### config.mk
export PLATFORM = sky130hd
export DESIGN_NAME = vid_top
export DESIGN_NICKNAME = d
export VERILOG_FILES = /design/src/vid_pkg.sv /design/src/bus_regs.sv /design/src/palette_ram.sv /design/src/video_timing.sv /design/src/intr_ctrl.sv /design/src/vid_top.sv
export SDC_FILE = /design/constraint.sdc
export NUM_CORES = 2
export LEC_CHECK = 0
export BUFFER_PORTS_ARGS = -buffer_cell sky130_fd_sc_hd__buf_4
export CAP_MARGIN = 20
export CORE_UTILIZATION = 55
export DETAILED_ROUTE_END_ITERATION = 16
export HOLD_SLACK_MARGIN = 0.15
export PLACE_DENSITY = 0.73
export SYNTH_ARGS = -nofsm -noshare
export SYNTH_HDL_FRONTEND = slang
export SYNTH_SLANG_ARGS = --single-unit
### constraint.sdc
create_clock -name clk -period 3.8 [get_ports clk]
set_input_delay 0.38 -clock clk [delete_from_list [all_inputs] [get_ports clk]]
set_output_delay 0.38 -clock clk [all_outputs]
set_load 0.03 [all_outputs]
### src/vid_pkg.sv
// ~~~~~~~~~~~~~~~~~~~~~~~~~~~~~~~~~~~~~~~~~~~~~~~~~~~~~~~~~~~~
// vid_pkg: shared video mode, widths, register numbers and
// XR register map for the tile/bitmap video core
// ~~~~~~~~~~~~~~~~~~~~~~~~~~~~~~~~~~~~~~~~~~~~~~~~~~~~~~~~~~~~

package vid_pkg;

    // reduced mode, sized for simulation
    localparam int H_VISIBLE = 64;     // active pixels per line
    localparam int H_FRONT   = 4;      // front porch clocks
    localparam int H_SYNC    = 8;      // hsync pulse clocks
    localparam int H_BACK    = 4;      // back porch clocks
    localparam int H_TOTAL   = H_VISIBLE + H_FRONT + H_SYNC + H_BACK;

    localparam int V_VISIBLE = 48;     // active lines per frame
    localparam int V_FRONT   = 2;
    localparam int V_SYNC    = 2;
    localparam int V_BACK    = 4;
    localparam int V_TOTAL   = V_VISIBLE + V_FRONT + V_SYNC + V_BACK;

    // data path widths
    localparam int COUNT_W   = 11;     // h and v counters
    localparam int WORD_W    = 16;     // host register and XR word
    localparam int COLOR_W   = 12;     // 4:4:4 RGB
    localparam int PAL_IDX_W = 8;      // 256 palette entries

    // colour bars are 2**BAR_SHIFT pixels wide
    localparam int BAR_SHIFT = 3;

    // interrupt sources
    localparam int INTR_W      = 2;
    localparam int INTR_VBLANK = 0;    // start of vertical blank
    localparam int INTR_LINE   = 1;    // scanline compare hit

    // XR space at/above this is palette, low 8 bits index it
    localparam logic [WORD_W-1:0] XR_PAL_BASE = 16'h8000;

    // XR video registers below the palette
    typedef enum logic [WORD_W-1:0] {
        XR_VID_BASE = 16'h0000,        // palette index base
        XR_LINE_CMP = 16'h0001         // line interrupt compare
    } xr_reg_t;

    // host register numbers
    typedef enum logic [3:0] {
        REG_XR_ADDR   = 4'h0,          // XR address
        REG_XR_DATA   = 4'h1,          // XR data, addr auto-increments
        REG_INTR_MASK = 4'h2,          // interrupt enables
        REG_INTR_CLR  = 4'h3,          // wr clears, rd returns status
        REG_SCANLINE  = 4'h4           // read only current line
    } bus_reg_t;

endpackage

### src/bus_regs.sv
// ~~~~~~~~~~~~~~~~~~~~~~~~~~~~~~~~~~~~~~~~~~~~~~~~~~~~~~~~~~~~
// bus_regs: 8-bit host bus to 16-bit word registers, XR
// indirect access with auto-increment, and byte readback
// ~~~~~~~~~~~~~~~~~~~~~~~~~~~~~~~~~~~~~~~~~~~~~~~~~~~~~~~~~~~~

`timescale 1ns/1ps
`default_nettype none

module bus_regs (
    input  wire logic                        clk,
    input  wire logic                        reset_i,
    input  wire logic                        bus_cs_n_i,     // one clock strobe, active low
    input  wire logic                        bus_rd_nwr_i,   // 0 = write, 1 = read
    input  wire logic [3:0]                  bus_reg_num_i,  // register number
    input  wire logic                        bus_bytesel_i,  // 0 = high byte, 1 = low byte
    input  wire logic [7:0]                  bus_data_i,
    input  wire logic [vid_pkg::INTR_W-1:0]  intr_status_i,  // pending status for readback
    input  wire logic [vid_pkg::COUNT_W-1:0] v_count_i,      // current scanline
    output      logic [7:0]                  bus_data_o,
    output      logic                        pal_wr_o,       // palette write strobe
    output      logic                        vid_reg_wr_o,   // video register write strobe
    output      logic [vid_pkg::WORD_W-1:0]  xr_addr_o,
    output      logic [vid_pkg::WORD_W-1:0]  xr_data_o,
    output      logic [vid_pkg::INTR_W-1:0]  intr_mask_o,
    output      logic [vid_pkg::INTR_W-1:0]  intr_clr_o      // one cycle clear vector
);
    import vid_pkg::*;

    bus_reg_t           reg_num;        // decoded register number
    logic               bus_wr;
    logic               bus_rd;
    logic               commit;         // low byte write completes the word
    logic [7:0]         hi_byte_q;      // even byte held until odd arrives
    logic [WORD_W-1:0]  wr_word;
    logic [WORD_W-1:0]  rd_word;
    logic [WORD_W-1:0]  xr_addr_q;
    logic [WORD_W-1:0]  xr_addr_nxt;    // addr after a pending increment
    logic               xr_is_pal;

    assign reg_num = bus_reg_t'(bus_reg_num_i);
    assign bus_wr  = !bus_cs_n_i && !bus_rd_nwr_i;
    assign bus_rd  = !bus_cs_n_i && bus_rd_nwr_i;
    assign commit  = bus_wr && bus_bytesel_i;
    assign wr_word = {hi_byte_q, bus_data_i};

    // a strobe in flight means the addr is about to step
    assign xr_addr_nxt = (pal_wr_o || vid_reg_wr_o) ? xr_addr_q + 1'b1 : xr_addr_q;
    assign xr_is_pal   = xr_addr_nxt >= XR_PAL_BASE;
    assign xr_addr_o   = xr_addr_q;             // valid with the write strobe

    // high byte latch
    always_ff @(posedge clk) begin
        if (bus_wr && !bus_bytesel_i) begin
            hi_byte_q <= bus_data_i;
        end
    end

    // XR write data, stays put for the strobe cycle
    always_ff @(posedge clk) begin
        if (commit && reg_num == REG_XR_DATA) begin
            xr_data_o <= wr_word;
        end
    end

    // word commits
    always_ff @(posedge clk) begin
        if (reset_i) begin
            xr_addr_q    <= '0;
            pal_wr_o     <= 1'b0;
            vid_reg_wr_o <= 1'b0;
            intr_mask_o  <= '0;
            intr_clr_o   <= '0;
        end else begin
            pal_wr_o     <= 1'b0;               // strobes last one cycle
            vid_reg_wr_o <= 1'b0;
            intr_clr_o   <= '0;

            // step XR addr the edge after a data commit
            if (pal_wr_o || vid_reg_wr_o) begin
                xr_addr_q <= xr_addr_q + 1'b1;
            end

            if (commit) begin
                case (reg_num)
                    REG_XR_ADDR: begin
                        xr_addr_q <= wr_word;   // new addr beats the increment
                    end
                    REG_XR_DATA: begin
                        pal_wr_o     <= xr_is_pal;      // steer by XR region
                        vid_reg_wr_o <= !xr_is_pal;
                    end
                    REG_INTR_MASK: begin
                        intr_mask_o <= wr_word[INTR_W-1:0];
                    end
                    REG_INTR_CLR: begin
                        intr_clr_o <= wr_word[INTR_W-1:0];  // write 1 to clear
                    end
                    default: begin
                        // unused numbers ignored
                    end
                endcase
            end
        end
    end

    // readback word select
    always_comb begin
        rd_word = '0;                           // unused regs read as zero
        case (reg_num)
            REG_INTR_MASK: rd_word[INTR_W-1:0]  = intr_mask_o;
            REG_INTR_CLR:  rd_word[INTR_W-1:0]  = intr_status_i;
            REG_SCANLINE:  rd_word[COUNT_W-1:0] = v_count_i;
            default:       rd_word = '0;
        endcase
    end

    // byte out, held until the next read
    always_ff @(posedge clk) begin
        if (reset_i) begin
            bus_data_o <= 8'h00;
        end else if (bus_rd) begin
            bus_data_o <= bus_bytesel_i ? rd_word[7:0] : rd_word[15:8];
        end
    end

endmodule

`default_nettype wire

### src/palette_ram.sv
// ~~~~~~~~~~~~~~~~~~~~~~~~~~~~~~~~~~~~~~~~~~~~~~~~~~~~~~~~~~~~
// palette_ram: 256 x 12-bit dual-port colour lookup
// ~~~~~~~~~~~~~~~~~~~~~~~~~~~~~~~~~~~~~~~~~~~~~~~~~~~~~~~~~~~~

`timescale 1ns/1ps
`default_nettype none

module palette_ram (
    input  wire logic                          clk,
    input  wire logic                          wr_i,       // host side write
    input  wire logic [vid_pkg::PAL_IDX_W-1:0] wr_idx_i,
    input  wire logic [vid_pkg::COLOR_W-1:0]   wr_rgb_i,   // 4:4:4 colour
    input  wire logic [vid_pkg::PAL_IDX_W-1:0] rd_idx_i,   // video side lookup
    output      logic [vid_pkg::COLOR_W-1:0]   pal_rgb_o
);
    import vid_pkg::*;

    logic [COLOR_W-1:0] mem [2**PAL_IDX_W];    // maps to one block RAM

    // write port
    always_ff @(posedge clk) begin
        if (wr_i) begin
            mem[wr_idx_i] <= wr_rgb_i;
        end
    end

    // read port, one clock latency
    always_ff @(posedge clk) begin
        pal_rgb_o <= mem[rd_idx_i];
    end

endmodule

`default_nettype wire

### src/video_timing.sv
// ~~~~~~~~~~~~~~~~~~~~~~~~~~~~~~~~~~~~~~~~~~~~~~~~~~~~~~~~~~~~
// video_timing: h/v counters, sync and blank, colour-bar
// palette index, XR video registers and RGB output stage
// ~~~~~~~~~~~~~~~~~~~~~~~~~~~~~~~~~~~~~~~~~~~~~~~~~~~~~~~~~~~~

`timescale 1ns/1ps
`default_nettype none

module video_timing (
    input  wire logic                          clk,
    input  wire logic                          reset_i,
    input  wire logic                          vid_reg_wr_i,   // XR video reg strobe
    input  wire logic [vid_pkg::WORD_W-1:0]    xr_addr_i,
    input  wire logic [vid_pkg::WORD_W-1:0]    xr_data_i,
    input  wire logic [vid_pkg::COLOR_W-1:0]   pal_rgb_i,      // palette lookup result
    output      logic [vid_pkg::PAL_IDX_W-1:0] pal_idx_o,
    output      logic [vid_pkg::COUNT_W-1:0]   v_count_o,
    output      logic [vid_pkg::INTR_W-1:0]    intr_signal_o,  // one cycle event pulses
    output      logic [3:0]                    red_o,
    output      logic [3:0]                    green_o,
    output      logic [3:0]                    blue_o,
    output      logic                          hsync_o,
    output      logic                          vsync_o,
    output      logic                          dv_de_o
);
    import vid_pkg::*;

    logic [COUNT_W-1:0]   h_count;
    logic [COUNT_W-1:0]   v_count;
    logic [COUNT_W-1:0]   v_next;          // line number after this one
    logic [COUNT_W-1:0]   bar_col;         // bar number across the line
    logic                 h_last;          // last clock of the line
    logic                 de_0;            // stage 0, straight from counters
    logic                 hs_0;
    logic                 vs_0;
    logic [1:0]           de_pipe;         // [0] lines up with index, [1] with RGB
    logic [1:0]           hs_pipe;
    logic [1:0]           vs_pipe;
    logic [PAL_IDX_W-1:0] vid_base_q;      // XR_VID_BASE
    logic [COUNT_W-1:0]   line_cmp_q;      // XR_LINE_CMP
    logic [PAL_IDX_W-1:0] pal_idx_q;

    assign h_last = h_count == COUNT_W'(H_TOTAL - 1);
    assign v_next = (v_count == COUNT_W'(V_TOTAL - 1)) ? '0 : v_count + 1'b1;

    // pixel and line counters, free running
    always_ff @(posedge clk) begin
        if (reset_i) begin
            h_count <= '0;
            v_count <= '0;
        end else if (h_last) begin
            h_count <= '0;
            v_count <= v_next;
        end else begin
            h_count <= h_count + 1'b1;
        end
    end

    // regions: visible, front porch, sync, back porch
    always_comb begin
        de_0 = (h_count < COUNT_W'(H_VISIBLE)) && (v_count < COUNT_W'(V_VISIBLE));
        hs_0 = (h_count >= COUNT_W'(H_VISIBLE + H_FRONT)) &&
               (h_count <  COUNT_W'(H_VISIBLE + H_FRONT + H_SYNC));
        vs_0 = (v_count >= COUNT_W'(V_VISIBLE + V_FRONT)) &&
               (v_count <  COUNT_W'(V_VISIBLE + V_FRONT + V_SYNC));
    end

    // XR video registers
    always_ff @(posedge clk) begin
        if (reset_i) begin
            vid_base_q <= '0;
            line_cmp_q <= '0;
        end else if (vid_reg_wr_i) begin
            case (xr_reg_t'(xr_addr_i))
                XR_VID_BASE: vid_base_q <= xr_data_i[PAL_IDX_W-1:0];
                XR_LINE_CMP: line_cmp_q <= xr_data_i[COUNT_W-1:0];
                default: begin
                    // no other video regs
                end
            endcase
        end
    end

    // events flagged at end of line, so the pulse is on clock 0 of the new one
    always_ff @(posedge clk) begin
        if (reset_i) begin
            intr_signal_o <= '0;
        end else begin
            intr_signal_o <= '0;
            if (h_last) begin
                intr_signal_o[INTR_VBLANK] <= v_next == COUNT_W'(V_VISIBLE);
                intr_signal_o[INTR_LINE]   <= v_next == line_cmp_q;
            end
        end
    end

    // colour-bar index, base + column / bar width
    assign bar_col = h_count >> BAR_SHIFT;

    always_ff @(posedge clk) begin
        pal_idx_q <= vid_base_q + bar_col[PAL_IDX_W-1:0];   // wraps mod 256
    end

    assign pal_idx_o = pal_idx_q;

    // delay syncs and enable by index reg + RAM read
    always_ff @(posedge clk) begin
        if (reset_i) begin
            de_pipe <= '0;
            hs_pipe <= '0;
            vs_pipe <= '0;
        end else begin
            de_pipe <= {de_pipe[0], de_0};
            hs_pipe <= {hs_pipe[0], hs_0};
            vs_pipe <= {vs_pipe[0], vs_0};
        end
    end

    assign dv_de_o   = de_pipe[1];
    assign hsync_o   = hs_pipe[1];
    assign vsync_o   = vs_pipe[1];
    assign v_count_o = v_count;

    // black outside the visible area
    assign {red_o, green_o, blue_o} = dv_de_o ? pal_rgb_i : '0;

endmodule

`default_nettype wire

### src/intr_ctrl.sv
// ~~~~~~~~~~~~~~~~~~~~~~~~~~~~~~~~~~~~~~~~~~~~~~~~~~~~~~~~~~~~
// intr_ctrl: pending interrupt status and bus interrupt strobe
// ~~~~~~~~~~~~~~~~~~~~~~~~~~~~~~~~~~~~~~~~~~~~~~~~~~~~~~~~~~~~

`timescale 1ns/1ps
`default_nettype none

module intr_ctrl (
    input  wire logic                       clk,
    input  wire logic                       reset_i,
    input  wire logic [vid_pkg::INTR_W-1:0] intr_signal_i,  // event pulses from video
    input  wire logic [vid_pkg::INTR_W-1:0] intr_mask_i,    // 1 = enabled
    input  wire logic [vid_pkg::INTR_W-1:0] intr_clr_i,     // 1 = clear pending
    output      logic [vid_pkg::INTR_W-1:0] intr_status_o,
    output      logic                       bus_intr_o      // one cycle to the host
);
    import vid_pkg::*;

    logic [INTR_W-1:0] intr_new;   // enabled events not yet pending

    assign intr_new = intr_signal_i & intr_mask_i & ~intr_status_o;

    always_ff @(posedge clk) begin
        if (reset_i) begin
            intr_status_o <= '0;
            bus_intr_o    <= 1'b0;
        end else begin
            bus_intr_o    <= |intr_new;
            // set on event, clear wins when both land together
            intr_status_o <= (intr_status_o | intr_signal_i) & ~intr_clr_i;
        end
    end

endmodule

`default_nettype wire

### src/vid_top.sv
// ~~~~~~~~~~~~~~~~~~~~~~~~~~~~~~~~~~~~~~~~~~~~~~~~~~~~~~~~~~~~
// vid_top: video core top, host registers, palette, timing
// and interrupt blocks
// ~~~~~~~~~~~~~~~~~~~~~~~~~~~~~~~~~~~~~~~~~~~~~~~~~~~~~~~~~~~~

`timescale 1ns/1ps
`default_nettype none

module vid_top (
    input  wire logic       clk,
    input  wire logic       reset_i,
    input  wire logic       bus_cs_n_i,      // register strobe, active low
    input  wire logic       bus_rd_nwr_i,    // 0 = write, 1 = read
    input  wire logic [3:0] bus_reg_num_i,
    input  wire logic       bus_bytesel_i,   // 0 = high byte, 1 = low byte
    input  wire logic [7:0] bus_data_i,
    output      logic [7:0] bus_data_o,
    output      logic       bus_intr_o,      // interrupt strobe to host
    output      logic [3:0] red_o,
    output      logic [3:0] green_o,
    output      logic [3:0] blue_o,
    output      logic       hsync_o,
    output      logic       vsync_o,
    output      logic       dv_de_o          // display enable
);
    import vid_pkg::*;

    logic                 pal_wr;
    logic                 vid_reg_wr;
    logic [WORD_W-1:0]    xr_addr;
    logic [WORD_W-1:0]    xr_data;
    logic [INTR_W-1:0]    intr_mask;
    logic [INTR_W-1:0]    intr_clr;
    logic [INTR_W-1:0]    intr_status;
    logic [INTR_W-1:0]    intr_signal;
    logic [COUNT_W-1:0]   v_count;
    logic [PAL_IDX_W-1:0] pal_idx;
    logic [COLOR_W-1:0]   pal_rgb;

    // host side registers
    bus_regs u_bus_regs (
        .clk           (clk),
        .reset_i       (reset_i),
        .bus_cs_n_i    (bus_cs_n_i),
        .bus_rd_nwr_i  (bus_rd_nwr_i),
        .bus_reg_num_i (bus_reg_num_i),
        .bus_bytesel_i (bus_bytesel_i),
        .bus_data_i    (bus_data_i),
        .intr_status_i (intr_status),
        .v_count_i     (v_count),
        .bus_data_o    (bus_data_o),
        .pal_wr_o      (pal_wr),
        .vid_reg_wr_o  (vid_reg_wr),
        .xr_addr_o     (xr_addr),
        .xr_data_o     (xr_data),
        .intr_mask_o   (intr_mask),
        .intr_clr_o    (intr_clr)
    );

    // palette, indexed by low XR addr bits
    palette_ram u_palette_ram (
        .clk       (clk),
        .wr_i      (pal_wr),
        .wr_idx_i  (xr_addr[PAL_IDX_W-1:0]),
        .wr_rgb_i  (xr_data[COLOR_W-1:0]),
        .rd_idx_i  (pal_idx),
        .pal_rgb_o (pal_rgb)
    );

    video_timing u_video_timing (
        .clk           (clk),
        .reset_i       (reset_i),
        .vid_reg_wr_i  (vid_reg_wr),
        .xr_addr_i     (xr_addr),
        .xr_data_i     (xr_data),
        .pal_rgb_i     (pal_rgb),
        .pal_idx_o     (pal_idx),
        .v_count_o     (v_count),
        .intr_signal_o (intr_signal),
        .red_o         (red_o),
        .green_o       (green_o),
        .blue_o        (blue_o),
        .hsync_o       (hsync_o),
        .vsync_o       (vsync_o),
        .dv_de_o       (dv_de_o)
    );

    intr_ctrl u_intr_ctrl (
        .clk           (clk),
        .reset_i       (reset_i),
        .intr_signal_i (intr_signal),
        .intr_mask_i   (intr_mask),
        .intr_clr_i    (intr_clr),
        .intr_status_o (intr_status),
        .bus_intr_o    (bus_intr_o)
    );

endmodule

`default_nettype wire

==> results.md <==
* Status: completed
* Post-synth top area cell: edfxtp_1
* Synthesized net count at 6,006
* Met2 Resource Use GR at 43.0%
* Max incr delay on CP at 1.01 ns
* Post-CTS Setup Bufs at 0
* Die W at 476 µm
* Static leakage at 43.2 nW
* Max Slew Vio Count at 0
* Number of antenna violations at the first check in global routing at 11
* Largest net degree at the start of global routing at 205
* Maxcap violations at 0
* Clock Skew at 0.0741 ns
* Vias in the first global route at 63,200
* Clk pwr share at 44.0%
* Sw power at 13.0 mW
* Synth cell count leaders: edfxtp_1 (3,092), mux4_2 (662), nor2_1 (359), a22oi_1 (258), mux2i_1 (203)
* Chip Height at 476 µm
* Setup TNS at 0 ns
* Die area at 226,000 µm²
* Remaining DRCs at 0
* Post-synth ARST share at 0%
* Crit end category: register
* Yosys cell types at 74
* Setup CP Type: reg2reg
* CTS root buf: clkbuf_16
* # port buffers at 40
* Most common cell in the synthesized netlist: edfxtp_1
* Cell-internal power at 55.8 mW
* PwrDens at 490 nW/µm²
* Vias at 64,500
* Combinational share of power at 0.6%
* RSZ-0062 raised after global routing: no
* Final worst path period share at 99.6%
* Final wirelength at 312,000 µm
* Top cell family by delay on the critical path: simple AND/OR/NAND/NOR gates
* Yosys warns at 0
* Top-area cell type share of the netlist area at 75.2%
* Post-synth EDFFs at 3,092
* Synth Area per Inst at 20.7 µm²
* GP Congestion at 0.913
* Seq. cell area at 94,900 µm²
* Worst skew pair latency at 0.97 ns
* Worst reg-to-reg path cell count at 7
* Synth area leaders: edfxtp_1 (75%), mux4_2 (12%), dfxtp_1 (1.7%), mux2i_1 (1.6%), a22oi_1 (1.6%)
* Slew margin rel. at 17.8%
* Dpl ws at -0.144 ns
* IR drop worst, VDD at 0.450 mV
* GR Util met3 at 6.45%
* Initial Util at 55.4%
* CP Cell Sequence: buf_12 > buf_4 > mux4_2 > a22oi_1 > a21oi_1 > nor4_1 > nor4_1
* Worst Path Arrival at 4.55 ns
* Worst setup SP type: register
* Slowest cell on crit path: nor4_1
* Crit path required time at 4.57 ns
* Core footprint at 223,000 µm²
* Share of layout cells above drive strength 1 at 25.3%
* Final WS setup at 0.0158 ns
* First-pass iteration count of the detailed router at 6
* Cell area after synthesis at 123,000 µm²
* Worst-path fanout max at 35
* Crit path time final at 3.78 ns
* Fillers at 14,500
* Synth Instances at 5,975
* Grt peak-use layer: met2
* Footprint of the multi-input gates at 26,400 µm²
* TritonCTS clock tree: yes
* Final #Nets at 6,568
* Clock Path Buffers at 4
* Hold depth at 2
* Tot GR Track Use at 27.7%
* Fmax at 264 MHz
* Post-synthesis sequential area ratio at 76.9%
* Slew @ Worst Pin at 1.22 ns
* Row count at 173
* CP Depth at 7
* WL/cell at 32.0 µm
* Post-DP HPWL at 189,000 µm
* Dominant synthesized flop cell: edfxtp_1
* CP bufs+invs at 2
* TritonCTS Buffers at 319
* CTS H-tree lvls at 5
* Worst Hold Class: in2reg
* Most frequent CP cell: nor4_1
* Num ports at 41
* Clock Sinks at 3,194
* Final Hold Fails at 0
* Sw frac at 18.9%
* Grt ovf at 0
* CTS clk-pin slew, worst paths at 0.06 ns
* Post-DRT Antenna Nets at 0
* Seq cells post-synth at 3,194
* Final setup viols at 0
* Area grow syn2layout at 13.7%
* Via/cell ratio at 6.62
* GR met1 Demand/Resource at 38.7%
* First-pass GRT wire length at 449,000 µm
* 1st-iter DRT viols at 8,946
* Sequential Power Share at 55.3%
==> sequential cells by signal, indices dropped and copies added, names as in the netlist, 11 cells and up <==
name                       flops
u_video_timing.h_count        11
u_video_timing.v_count_o      11
u_bus_regs.xr_addr_o          16
u_palette_ram.mem           3072
u_palette_ram.pal_rgb_o       12
u_video_timing.line_cmp_q     11
u_bus_regs.xr_data_o          12
==> placed cells by master (no fill, tap or decap), drive strengths merged, types with 8 or more instances in the layout <==
cell type and count:
a211oi 48, a21o 18, a21oi 174, a22oi 258, a2bb2oi 8, a31oi 20, and2 21, and3 13
buf 570, bufinv 28, clkbuf 390, clkinv 124, dfxtp 102, dlygate4sd3 34, edfxtp 3092, ha 13
inv 11, mux2 14, mux2i 203, mux4 666, nand2 127, nand2b 9, nand3 51, nand3b 15
nand4 9, nor2 360, nor2b 25, nor3 32, nor4 49, o211ai 11, o21ai 25, o221ai 65
o22ai 34, o2bb2ai 8, or3 10, xnor2 25, xor2 29
==> routing by layer <==
layer | vias up | wire (µm)
li1 | 26000 | -
met1 | 33800 | 117000
met2 | 4052 | 148000
met3 | 612 | 34100
met4 | 8 | 12800
met5 | - | 53
==> cell type report <==
class	count	area share, %
flip-flops and latches	3194	67.6
repair buffers	604	3.82
diodes	5	0.00892
well taps	2975	2.65
multi-input cells	2408	18.8
clock inverters	159	1.04
clock buffers	390	6.01
inverters	10	0.0267
==> per-stage QoR <==
step                util [%]  hold WS [ns]  area [µm²]  instances  power (mW)
floorplan                  -         0.373      123000       5975        39.1
global placement        58.4         0.380      130000       9149        39.2
detailed placement      58.4         0.378      130000       9157        39.2
CTS                     63.0         0.161      140000       9740        69.1
global route            63.0         0.195      140000       9741        70.4
finish                  63.0         0.219      140000       9745        68.8
==> power by group through the flow <==
stage               registers (mW)  clock network [mW]  logic [mW]
floorplan                     38.9                   0       0.239
global placement              38.8                   0       0.398
detailed placement            38.8                   0       0.405
CTS                           38.1                30.6       0.430
global route                  38.1                31.9       0.450
finish                        38.1                30.3       0.430
==> what timing repair did <==
action / 4_1_cts / 5_1_grt
hold buffers: 34 / 0
endpoints found under the setup margin: 1 / 0
gates resized for setup: 1 / 0
hold endpoints to repair: 104 / 0
==> final timing paths <==
kind / from / endpoint / slack, ns
max reg2reg: u_video_timing.pal_idx_o[0] / u_palette_ram.pal_rgb_o[4] / 0.02
min: bus_data_i[2] / u_bus_regs.xr_data_o[2] / 0.22
max: u_video_timing.pal_idx_o[0] / u_palette_ram.pal_rgb_o[4] / 0.02
min reg2reg: u_bus_regs.intr_clr_o[1] / u_intr_ctrl.intr_status_o[1] / 0.39
==> kinds of logic after synthesis <==
kind of cell	count (synthesis)	share of synthesized area (%)
fa+ha+maj	14	0.148
buf+inv	373	1.83
compound gates	706	3.98
flops	3194	76.9
mux	883	13.9
simple gates	751	2.86
xor+xnor	54	0.383
No activity file was read; power rests on OpenSTA's default activity.
